$ cat config.mk
export PLATFORM = sky130hd
export DESIGN_NAME = uartPeripheral
export DESIGN_NICKNAME = d
export VERILOG_FILES = /design/src/verilog/uartPkg.sv /design/src/verilog/baudTickGen.sv /design/src/verilog/uartTrans.sv /design/src/verilog/uartRecv.sv /design/src/verilog/uartFifo.sv /design/src/verilog/uartPeripheral.sv
export SDC_FILE = /design/constraint.sdc
export NUM_CORES = 1
export LEC_CHECK = 0
export ABC_AREA = 1
export BUFFER_PORTS_ARGS = -buffer_cell sky130_fd_sc_hd__buf_2
export CAP_MARGIN = 20
export CELL_PAD_IN_SITES_DETAIL_PLACEMENT = 1
export CELL_PAD_IN_SITES_GLOBAL_PLACEMENT = 1
export CORE_ASPECT_RATIO = 0.5
export CORE_MARGIN = 2
export CORE_UTILIZATION = 30
export CTS_CLUSTER_SIZE = 40
export DETAILED_ROUTE_END_ITERATION = 8
export GPL_TIMING_DRIVEN = 0
export PLACE_DENSITY_LB_ADDON = 0.1
export SYNTH_ARGS = -nofsm -noshare
export SYNTH_HDL_FRONTEND = slang
export SYNTH_HIERARCHICAL = 1
export SYNTH_SLANG_ARGS = --single-unit
$ cat constraint.sdc
create_clock -name clk -period 2.2 [get_ports clk]
set_input_delay 0.33 -clock clk [delete_from_list [all_inputs] [get_ports clk]]
set_output_delay 0.33 -clock clk [all_outputs]
set_load 0.03 [all_outputs]
$ cat src/verilog/uartPkg.sv
//////////////////////////////////////////////////
// uart peripheral shared definitions
//////////////////////////////////////////////////

package uartPkg;

	//////////////////////////////////////////////////
	// FSM state encodings

	// transmitter states
	typedef enum logic [1:0] {
		txIdle     = 2'b00,	// line held high
		txStartBit = 2'b01,	// line low for 16 ticks
		txDataBit  = 2'b10,	// data out lsb first
		txStopBit  = 2'b11		// line high for sbTick ticks
	} txState;

	// receiver states
	typedef enum logic [1:0] {
		rxIdle     = 2'b00,	// wait for falling edge
		rxStartBit = 2'b01,	// confirm start at mid-bit
		rxDataBit  = 2'b10,	// sample every 16 ticks
		rxStopBit  = 2'b11		// check stop at mid-bit
	} rxState;

	//////////////////////////////////////////////////
	// status byte bit positions
	localparam logic [2:0] statRxEmpty  = 3'd0;
	localparam logic [2:0] statRxFull   = 3'd1;
	localparam logic [2:0] statTxEmpty  = 3'd2;
	localparam logic [2:0] statTxFull   = 3'd3;
	localparam logic [2:0] statOverrun  = 3'd4;	// sticky
	localparam logic [2:0] statFrameErr = 3'd5;	// sticky

	// defaults for the top level parameters
	localparam int defDataBits      = 8;
	localparam int defSbTick        = 16;	// one stop bit
	localparam int defFifoAddrWidth = 4;	// 16 entries
	localparam int defBaudDivisor   = 54;	// clocks per 16x tick

endpackage

$ cat src/verilog/baudTickGen.sv
//////////////////////////////////////////////////
// baud tick generator
//////////////////////////////////////////////////

`timescale 1ns/1ps

module baudTickGen #(
	parameter int baudDivisor = uartPkg::defBaudDivisor
) (
	input  logic clk,
	input  logic reset,
	output logic sTick
);

	// at least one counter bit, even for a divide by one
	localparam int cntWidth = (baudDivisor > 1) ? $clog2(baudDivisor) : 1;

	logic [cntWidth-1:0] cntReg;
	logic                wrap;

	assign wrap = (cntReg == cntWidth'(baudDivisor - 1));	// last clock of period

	always_ff @(posedge clk or posedge reset)
	begin
		if (reset)
		begin
			cntReg <= '0;
			sTick  <= 1'b0;
		end
		else
		begin
			cntReg <= wrap ? '0 : cntReg + 1'b1;
			sTick  <= wrap;	// one clock wide
		end
	end

endmodule

$ cat src/verilog/uartTrans.sv
//////////////////////////////////////////////////
// uart transmitter
//////////////////////////////////////////////////

`timescale 1ns/1ps

module uartTrans #(
	parameter int dataBits = uartPkg::defDataBits,
	parameter int sbTick   = uartPkg::defSbTick
) (
	input  logic                clk,
	input  logic                reset,
	input  logic                sTick,
	input  logic                txStart,	// fifo not empty
	input  logic [dataBits-1:0] din,		// fifo head
	output logic                tx,
	output logic                txDoneTick	// fifo pop
);

	// tick counter must reach 15 and sbTick-1
	localparam int sWidth = (sbTick > 16) ? $clog2(sbTick) : 4;
	localparam int nWidth = (dataBits > 1) ? $clog2(dataBits) : 1;

	uartPkg::txState     stateReg, stateNext;
	logic [sWidth-1:0]   sReg, sNext;	// ticks within a bit
	logic [nWidth-1:0]   nReg, nNext;	// data bit index
	logic [dataBits-1:0] bReg, bNext;	// shift register
	logic                txReg, txNext;	// registered line

	//////////////////////////////////////////////////
	// state registers
	always_ff @(posedge clk or posedge reset)
	begin
		if (reset)
		begin
			stateReg <= uartPkg::txIdle;
			sReg     <= '0;
			nReg     <= '0;
			txReg    <= 1'b1;	// idle high
		end
		else
		begin
			stateReg <= stateNext;
			sReg     <= sNext;
			nReg     <= nNext;
			txReg    <= txNext;
		end
	end

	always_ff @(posedge clk)
	begin
		bReg <= bNext;	// payload only
	end

	//////////////////////////////////////////////////
	// next state logic
	always_comb
	begin
		stateNext  = stateReg;
		sNext      = sReg;
		nNext      = nReg;
		bNext      = bReg;
		txNext     = txReg;
		txDoneTick = 1'b0;
		case (stateReg)
			uartPkg::txIdle:
			begin
				txNext = 1'b1;
				if (txStart)
				begin
					txDoneTick = 1'b1;	// pops fifo as the byte is taken
					bNext      = din;
					sNext      = '0;
					stateNext  = uartPkg::txStartBit;
				end
			end
			uartPkg::txStartBit:
			begin
				txNext = 1'b0;
				if (sTick)
				begin
					if (sReg == sWidth'(15))
					begin
						sNext     = '0;
						nNext     = '0;
						stateNext = uartPkg::txDataBit;
					end
					else
						sNext = sReg + 1'b1;
				end
			end
			uartPkg::txDataBit:
			begin
				txNext = bReg[0];	// lsb first
				if (sTick)
				begin
					if (sReg == sWidth'(15))
					begin
						sNext = '0;
						bNext = bReg >> 1;
						if (nReg == nWidth'(dataBits - 1))
							stateNext = uartPkg::txStopBit;
						else
							nNext = nReg + 1'b1;
					end
					else
						sNext = sReg + 1'b1;
				end
			end
			uartPkg::txStopBit:
			begin
				txNext = 1'b1;
				if (sTick)
				begin
					if (sReg == sWidth'(sbTick - 1))
						stateNext = uartPkg::txIdle;	// frame done
					else
						sNext = sReg + 1'b1;
				end
			end
			default: stateNext = uartPkg::txIdle;
		endcase
	end

	assign tx = txReg;	// straight from a flop

endmodule

$ cat src/verilog/uartRecv.sv
//////////////////////////////////////////////////
// uart oversampling receiver
//////////////////////////////////////////////////

`timescale 1ns/1ps

module uartRecv #(
	parameter int dataBits = uartPkg::defDataBits,
	parameter int sbTick   = uartPkg::defSbTick
) (
	input  logic                clk,
	input  logic                reset,
	input  logic                sTick,
	input  logic                rx,
	output logic [dataBits-1:0] dout,
	output logic                rxDoneTick,	// fifo push
	output logic                frameErr		// stop sample low
);

	// ticks from last data sample to middle of stop bit, minus one
	localparam int stopMid = 7 + sbTick / 2;
	localparam int sWidth  = (stopMid > 15) ? $clog2(stopMid + 1) : 4;
	localparam int nWidth  = (dataBits > 1) ? $clog2(dataBits) : 1;

	uartPkg::rxState     stateReg, stateNext;
	logic [sWidth-1:0]   sReg, sNext;
	logic [nWidth-1:0]   nReg, nNext;
	logic [dataBits-1:0] bReg, bNext;
	logic [2:0]          rxSync;	// two sync flops plus previous value
	logic                rxIn;
	logic                rxFall;

	assign rxIn   = rxSync[1];
	assign rxFall = rxSync[2] & ~rxSync[1];

	//////////////////////////////////////////////////
	// synchronizer and state registers
	always_ff @(posedge clk or posedge reset)
	begin
		if (reset)
		begin
			rxSync   <= 3'b111;	// line idles high
			stateReg <= uartPkg::rxIdle;
			sReg     <= '0;
			nReg     <= '0;
		end
		else
		begin
			rxSync   <= {rxSync[1:0], rx};
			stateReg <= stateNext;
			sReg     <= sNext;
			nReg     <= nNext;
		end
	end

	always_ff @(posedge clk)
	begin
		bReg <= bNext;
	end

	//////////////////////////////////////////////////
	// next state logic
	always_comb
	begin
		stateNext  = stateReg;
		sNext      = sReg;
		nNext      = nReg;
		bNext      = bReg;
		rxDoneTick = 1'b0;
		frameErr   = 1'b0;
		case (stateReg)
			uartPkg::rxIdle:
				if (rxFall)
				begin
					sNext     = '0;
					stateNext = uartPkg::rxStartBit;
				end
			uartPkg::rxStartBit:
				if (sTick)
				begin
					if (sReg == sWidth'(7))	// middle of start bit
					begin
						sNext = '0;
						nNext = '0;
						// a high line here was only a glitch
						stateNext = rxIn ? uartPkg::rxIdle : uartPkg::rxDataBit;
					end
					else
						sNext = sReg + 1'b1;
				end
			uartPkg::rxDataBit:
				if (sTick)
				begin
					if (sReg == sWidth'(15))
					begin
						sNext = '0;
						bNext = {rxIn, bReg[dataBits-1:1]};	// lsb arrives first
						if (nReg == nWidth'(dataBits - 1))
							stateNext = uartPkg::rxStopBit;
						else
							nNext = nReg + 1'b1;
					end
					else
						sNext = sReg + 1'b1;
				end
			uartPkg::rxStopBit:
				if (sTick)
				begin
					if (sReg == sWidth'(stopMid))
					begin
						rxDoneTick = 1'b1;
						frameErr   = ~rxIn;	// byte kept anyway
						stateNext  = uartPkg::rxIdle;
					end
					else
						sNext = sReg + 1'b1;
				end
			default: stateNext = uartPkg::rxIdle;
		endcase
	end

	assign dout = bReg;

endmodule

$ cat src/verilog/uartFifo.sv
//////////////////////////////////////////////////
// first-word-fall-through FIFO
//////////////////////////////////////////////////

`timescale 1ns/1ps

module uartFifo #(
	parameter int dataBits  = uartPkg::defDataBits,
	parameter int addrWidth = uartPkg::defFifoAddrWidth
) (
	input  logic                clk,
	input  logic                reset,
	input  logic                push,
	input  logic                pop,
	input  logic [dataBits-1:0] wData,
	output logic [dataBits-1:0] rData,	// head, valid when not empty
	output logic                empty,
	output logic                full
);

	localparam int depth = 2 ** addrWidth;

	logic [dataBits-1:0] mem [depth];
	logic [addrWidth:0]  wPtr, rPtr;	// extra msb tells wrap
	logic                doPush, doPop;

	assign doPush = push & ~full;	// drop when full
	assign doPop  = pop & ~empty;	// ignore when empty

	//////////////////////////////////////////////////
	// flags from pointer compare
	assign empty = (wPtr == rPtr);
	assign full  = (wPtr[addrWidth] != rPtr[addrWidth]) &&
		(wPtr[addrWidth-1:0] == rPtr[addrWidth-1:0]);

	// pointers
	always_ff @(posedge clk or posedge reset)
	begin
		if (reset)
		begin
			wPtr <= '0;
			rPtr <= '0;
		end
		else
		begin
			if (doPush)
				wPtr <= wPtr + 1'b1;
			if (doPop)
				rPtr <= rPtr + 1'b1;	// head moves at the edge
		end
	end

	// storage
	always_ff @(posedge clk)
	begin
		if (doPush)
			mem[wPtr[addrWidth-1:0]] <= wData;
	end

	assign rData = mem[rPtr[addrWidth-1:0]];	// fall through

endmodule

$ cat src/verilog/uartPeripheral.sv
//////////////////////////////////////////////////
// uart peripheral top level
//////////////////////////////////////////////////

`timescale 1ns/1ps

module uartPeripheral #(
	parameter int dataBits      = uartPkg::defDataBits,
	parameter int sbTick        = uartPkg::defSbTick,
	parameter int fifoAddrWidth = uartPkg::defFifoAddrWidth,
	parameter int baudDivisor   = uartPkg::defBaudDivisor
) (
	input  logic       clk,
	input  logic       reset,
	input  logic       wrStrobe,	// UARTwr
	input  logic [7:0] wrData,
	input  logic       rdStrobe,	// UARTrd
	input  logic       statusRead,	// UARTstat, clears sticky bits
	input  logic       rx,
	output logic [7:0] rdData,
	output logic [7:0] status,
	output logic       tx
);

	logic                sTick;
	logic [dataBits-1:0] txWData, txHead, rxWord, rxHead;
	logic                txEmpty, txFull, rxEmpty, rxFull;
	logic                txDoneTick, rxDoneTick, frameErr;
	logic                overrunReg, frameErrReg;

	assign txWData = dataBits'(wrData);
	assign rdData  = 8'(rxHead);

	//////////////////////////////////////////////////
	// datapath
	baudTickGen #(.baudDivisor(baudDivisor)) i_baudTickGen (
		.clk(clk), .reset(reset), .sTick(sTick)
	);

	uartFifo #(.dataBits(dataBits), .addrWidth(fifoAddrWidth)) txFifo (
		.clk(clk), .reset(reset), .push(wrStrobe), .pop(txDoneTick),
		.wData(txWData), .rData(txHead), .empty(txEmpty), .full(txFull)
	);

	uartTrans #(.dataBits(dataBits), .sbTick(sbTick)) i_uartTrans (
		.clk(clk), .reset(reset), .sTick(sTick), .txStart(~txEmpty),
		.din(txHead), .tx(tx), .txDoneTick(txDoneTick)
	);

	uartRecv #(.dataBits(dataBits), .sbTick(sbTick)) i_uartRecv (
		.clk(clk), .reset(reset), .sTick(sTick), .rx(rx),
		.dout(rxWord), .rxDoneTick(rxDoneTick), .frameErr(frameErr)
	);

	uartFifo #(.dataBits(dataBits), .addrWidth(fifoAddrWidth)) rxFifo (
		.clk(clk), .reset(reset), .push(rxDoneTick & ~rxFull), .pop(rdStrobe),
		.wData(rxWord), .rData(rxHead), .empty(rxEmpty), .full(rxFull)
	);

	//////////////////////////////////////////////////
	// sticky error bits, a new event beats the clear
	always_ff @(posedge clk or posedge reset)
	begin
		if (reset)
		begin
			overrunReg  <= 1'b0;
			frameErrReg <= 1'b0;
		end
		else
		begin
			if (statusRead)
			begin
				overrunReg  <= 1'b0;
				frameErrReg <= 1'b0;
			end
			if (rxDoneTick && rxFull)
				overrunReg <= 1'b1;	// byte lost
			if (frameErr)
				frameErrReg <= 1'b1;
		end
	end

	// live status byte
	always_comb
	begin
		status = 8'h00;
		status[uartPkg::statRxEmpty]  = rxEmpty;
		status[uartPkg::statRxFull]   = rxFull;
		status[uartPkg::statTxEmpty]  = txEmpty;
		status[uartPkg::statTxFull]   = txFull;
		status[uartPkg::statOverrun]  = overrunReg;
		status[uartPkg::statFrameErr] = frameErrReg;
	end

endmodule

---- Word-level counts from Yosys, hierarchy flattened ----
Memories as Yosys holds them, arrays and structs flattened.
Cells that the tools add are included.
word-level totals
  ROM bits ................................ 0
  register bits ........................... 67
  RAM bits ................................ 256
  output and inout bits ................... 17
  latch bits .............................. 0
  word-level logic and storage cells ...... 165
  memories kept ........................... 2
memories
  memory      words  width  rd ports  clocked after Yosys merged registers in  wr ports  RTL line        RTL
  rxFifo.mem  16     8      1         0                                        1         uartFifo.sv:23  logic [dataBits-1:0] mem [depth];
  txFifo.mem  16     8      1         0                                        1         uartFifo.sv:23
operators by class
  eq/ne operators ......................... 39
  mux-type cells .......................... 66
  magnitude comparators ................... 0
  bitwise gates (word level) .............. 11
  multiply operators ...................... 0
  add/subtract/negate cells ............... 9
  shift operators ......................... 0
  divide/modulo/power cells ............... 0
  reduce and logical (&&, ||, !) cells .... 20
operator list
  kind                                                             count
  4-bit two-way mux                                                12
  2-bit two-way mux                                                17
  3-bit two-way mux                                                10
  8-bit two-way mux                                                3
  2-bit != test, second input constant                             11
  5-bit by 1-bit adder with 5-bit output, second input constant    4
  2-bit by 1-bit != test with 1-bit output, second input constant  10
  2-bit one-hot mux with 4 select lines                            2
  4-bit one-hot mux with 4 select lines                            1
  8-bit one-hot mux with 2 select lines                            1
  8-bit AND reduction                                              2
  1-bit two-way mux                                                15
  3-bit one-hot mux with 2 select lines                            2
  4-bit one-hot mux with 3 select lines                            1
  6-bit AND reduction                                              2
  5-bit equality test                                              2
  2-bit nonzero test                                               5
  4-bit by 1-bit adder with 4-bit output, second input constant    2
  2-bit equality test, second input constant                       4
  4-bit equality test                                              2
  4-bit equality test, second input constant                       2
  4-bit AND reduction                                              2
  3-bit by 1-bit adder with 3-bit output, second input constant    2
  6-bit by 1-bit adder with 6-bit output, second input constant    1
  14 further kinds                                                 30

---- Longest topological paths before layout ----
  word-level depth ........................ 8
  mapped depth ............................ 15
  gate-level depth less buffers ........... 14

---- Modules after synthesis ----
The synthesis kept the hierarchy.
modules (own cells, without submodules)
  module          area an instance (um^2)  seq. area each (um^2)  times used  cells each
  uartFifo        5936.9                   4093.9                 2           560
  uartTrans       1011.0                   491.7                  1           129
  uartRecv        954.7                    544.3                  1           96
  baudTickGen     347.8                    175.2                  1           40
  uartPeripheral  155.1                    50.0                   1           22

---- Worst setup path before layout ----
Ideal clock, no wire load.
  path kind ............................... reg2reg
  start ................................... register rxFifo.rPtr[1]
  end ..................................... memory rxFifo/mem[13][0] (netlist name), enable pin
  path buffers ............................ 2
  setup time .............................. 0.370 ns
  setup slack ............................. -0.103 ns
  clock period less this slack ............ 2.303 ns
  data arrival time ....................... 1.933 ns
  cell stages (with the launch flop) ...... 12
  cells stage by stage .................... dfrtp_1 buf_2 inv_2 nand2_1 nand2_1 nor2_2 nand3_4 inv_1 nor2_1 nand2_4 buf_6 nor2_1
between the ends
  word-level cells in the longest chain between the ends .. 7
ends and longest elaborated chain
  what                                       RTL line                              RTL
  start: declaration                         uartFifo.sv:24                        logic [addrWidth:0] wPtr, rPtr;
  start signal: assignment                   uartFifo.sv:49                        rPtr <= rPtr + 1'b1;
  4-bit equality test *                      uartFifo.sv:34                        (wPtr[addrWidth-1:0] == rPtr[addrWidth-1:0]);
  1-bit logical AND *                        uartFifo.sv:33                        assign full = (wPtr[addrWidth] != rPtr[addrWidth]) &&
  named net rxFull                           uartPeripheral.sv:27                  logic txEmpty, txFull, rxEmpty, rxFull;
  1-bit inverter *                           uartFifo.sv:27, uartPeripheral.sv:56
  1-bit AND                                  uartPeripheral.sv:56                  .clk(clk), .reset(reset), .push(rxDoneTick & ~rxFull), .pop(rdStrobe),
  1-bit AND *                                uartFifo.sv:27                        assign doPush = push & ~full;
  1-bit two-way mux *                        uartFifo.sv:56                        if (doPush)
  1-bit two-way mux (not written as such) *  uartFifo.sv:57                        mem[wPtr[addrWidth-1:0]] <= wData;
  end: declaration                           uartFifo.sv:23
The timed path passes the listed nets; every way through them passes the cells marked *.

---- Worst setup path in the final report ----
  start ................................... register rxFifo.rPtr[0]
  end ..................................... output port rdData[0]
between the ends
  word-level cells in the longest chain between the ends .. 1
ends and longest elaborated chain
  what                    RTL line              RTL
  memory read 16 x 8 bit  n/a
  end: declaration        uartPeripheral.sv:20  output logic [7:0] rdData,
No other way between the ends.

==> qor.yml <==
synth_top_family_by_area: "simple AND/OR/NAND/NOR gates"
clockBufferDepth: 3
num_rows: 56
final_cells: 2178
wl_per_cell_um: 18.77
grt_overflow: 0
gp_congestion: 0.7975
core_area_sq_um: 47020
cts_made_buffers: 31
holdCritPathClass: "primary input to flop"
drive_gt1_share_pct: 21.82
htree_num_levels: 1
die-area_sq_um: 49680
setup_viol: 9
synth_xor_area_share_pct: 0.9160
leakage_nw: 6.903
cts_root_buf: "clkbuf_16"
ys_seq_area_share_pct: 65.88
min_period_ns: 2.477
final_common_cell: "nand2_1"
ant_nets: 0
clkTransAtPathRegs_ns: 0.07
ys_types: 39
max_freq_ghz: 0.4038
status: "finished with violations"
tns_ns: -1.997
crit_start: "rxFifo/rPtr[0]"
cts_sinks: 323
syn_area_sq_um: 14340
grt_setup_unrepaired: "true"
track_usage_pct: 16.70
worstReg2RegEnd: "rxFifo/mem[7][6]"
grt_max_degree: 18
synth_area_per_cell_sq_um: 10.19
seqCellArea_sq_um: 9459
violations: "setup timing"
port_buffers: 28
clock_latency_ns: 0.59
synth_seq_cells: 323
regToRegStartpoint: "rxFifo/rPtr[2]"
worstPathRequired_ns: 1.87
multiInputGateArea_sq_um: 4732
route.detailed.drc: 0
antenna_found_initial: 0
grt_pass1_wl_um: 63220
vdd_ir_drop_max_uv: 535.5
io_pins: 31
nNetsFinal: 1552
cp_max_fo: 6
r2r_cells: 13
synthToLayoutAreaGrowth_pct: 23.38
cellPowerDensity_nw_per_um2: 1002
hpwl_um: 27410
critPathLaunchType: "flop"
clock_skew_ns: 0.01903
vias_per_cell: 4.615
place_inst: 2075
yosys_warnings: 6
start_util_pct: 30.51
synth_fa_ha_area_share_pct: 1.919
drt-pass1-iter-count: 4
first_global_vias: 10553
critPathKind: "flop to primary output"
die_y_um: 158.6
num_vias: 10052
yosys.area_share.simple_pct: 22.05
synthMuxAreaShare_pct: 0
arrival_ns: 2.15
final_hold_viol_count: 0
worst_slack_ns: -0.2767
cts_tree: "done"
cp-endpoint: "rdData[0]"
drv_cap: 0
endpoint_kind: "primary output"
slew_violations: 0
antennaDiodeCount: 0
final_cell_mix: "380 x nand2_1, 272 x edfxtp_1, 201 x nor2_1"
postSynthCellCount: 1407
drt-initial-drc-count: 544
fp.dieW_um: 313.2
tightest_slew_ns: 0.8331
max_slew_margin_pct: 44.46
fillCellCount: 5196
wirelength_um: 40880
rrSetupSlack_ns: 0.01
period_share_pct: 112.6
synth_compound_area_share_pct: 4.519
==> per-layer routing <==
layer,track usage (%),vias to the layer above,part of all wire [%]
li1,-,4867,-
met1,23.04,5043,48
met2,28.45,96,47
met3,1.941,46,2.7
met4,3.600,0,1.8
met5,0,-,0
==> logic make-up (layout without fill, tap and decap cells) <==
logic type / Yosys count / count (layout)
compound gates: 125 / 125
xor+xnor: 15 / 15
fa+ha+maj: 22 / 22
buf+inv: 151 / 283
flops: 323 / 323
other cells: 1 / 2
simple gates: 770 / 770
==> synthesized netlist by cell type <==
master,n,share of area (%)
nand2_4,2,0.16
dfrtp_1,47,8.2
nand3_2,5,0.35
conb_1,1,0.026
a21oi_2,1,0.061
clkbuf_1,14,0.37
o21ai_0,96,3.3
nand2_2,4,0.17
a21oi_1,3,0.10
o21ai_1,22,0.77
or2_2,1,0.044
nand3_4,2,0.24
nand3_1,90,3.1
nor2_1,236,6.2
xnor2_1,5,0.31
nor4_1,2,0.087
nor2_2,3,0.13
inv_2,10,0.26
buf_6,3,0.24
buf_4,14,0.73
buf_2,23,0.80
xor2_1,10,0.61
nand2_1,413,11
a21boi_4,1,0.13
nor3_1,1,0.035
inv_1,77,2.0
ha_1,22,1.9
clkinv_2,1,0.035
nand3b_1,3,0.16
or2_1,1,0.044
buf_1,6,0.16
nor3_2,1,0.070
o21bai_1,1,0.052
dfstp_2,4,0.73
o211ai_1,1,0.052
nor2_4,5,0.39
nand4_1,1,0.044
clkinv_1,3,0.079
edfxtp_1,272,57
==> power by group <==
part	internal [W]	total (W)	switching, W
combinational	0.00159	0.00484	0.00326
clock	0.00304	0.00546	0.00242
sequential	0.00716	0.00742	0.000255
total	0.0118	0.0177	0.00594
==> flip-flops by register name, summed over array words and instances (netlist names), named ones only <==
| register | cells |
|---|---|
| frameErrReg | 1 |
| i_uartTrans/stateReg | 2 |
| i_uartRecv/dout | 8 |
| rxFifo/wPtr | 5 |
| txFifo/rPtr | 5 |
| i_baudTickGen/cntReg | 6 |
| i_uartRecv/rxSync | 3 |
| txFifo/mem | 128 |
| rxFifo/rPtr | 5 |
| i_uartRecv/stateReg | 1 |
| rxFifo/mem | 128 |
| i_uartRecv/nReg | 3 |
| txFifo/wPtr | 5 |
| i_baudTickGen/sTick | 1 |
| i_uartTrans/bReg | 8 |
| i_uartTrans/nReg | 3 |
| overrunReg | 1 |
| i_uartTrans/tx | 1 |
| i_uartTrans/sReg | 4 |
| i_uartRecv/sReg | 4 |
==> repair_timing <==
action / in CTS / in global routing
buffers inserted: 37 / 7
pin swaps: 35 / 16
hold buffers: 3 / 0
setup endpoints to repair: 276 / 203
gates cloned: 2 / 0
endpoints found under the hold margin: 50 / 0
resized for setup: 216 / 82
==> cell type report <==
type                       instances  area share [%]
clock buffer                      31           4.384
timing repair buffer              77           4.497
buffer                            58           2.899
sequential                       323           53.45
clock inverter                    26           1.358
multi-input combinational        934           26.74
inverter                          91           2.157
tap                              638           4.511
==> worst max-delay path, stage by stage (launching register included) <==
cell and delay [ns]:
dfrtp_2 0.49, inv_4 0.13, buf_12 0.15, buf_16 0.12
nor2_1 0.05, o21ai_2 0.20, nand2_1 0.08, nand2_1 0.07
inv_1 0.06, nand2_2 0.08, buf_6 0.14
==> metrics by stage <==
step | instance area (sq um) | worst slack, ns | hold WS (ns) | power [W] | util (%)
global route | 17700 | -0.3660 | 0.06790 | 0.01886 | 37.64
floorplan | 14350 | -0.1031 | 0.07118 | 0.01053 | -
global placement | 15280 | -0.8299 | 0.2734 | 0.01186 | 32.51
finish | 17700 | -0.2767 | 0.06103 | 0.01773 | 37.64
CTS | 17450 | -0.2995 | 0.01954 | 0.01791 | 37.11
detailed placement | 15300 | -0.9015 | 0.2804 | 0.01201 | 32.54
==> worst min path at each step <==
stage | to | depth (start not counted) | start | slack [ns]
2_1_floorplan | frameErrReg | 1 | reset | 0.07
3_3_place_gp | frameErrReg | 2 | reset | 0.27
3_5_place_dp | frameErrReg | 2 | reset | 0.28
4_1_cts | rxFifo/rPtr[0] | 3 | rdStrobe | 0.02
5_1_grt | rxFifo/rPtr[4] | 3 | rdStrobe | 0.07
6_report | rxFifo/rPtr[2] | 3 | rdStrobe | 0.06
(Power assumes the default switching activity.)
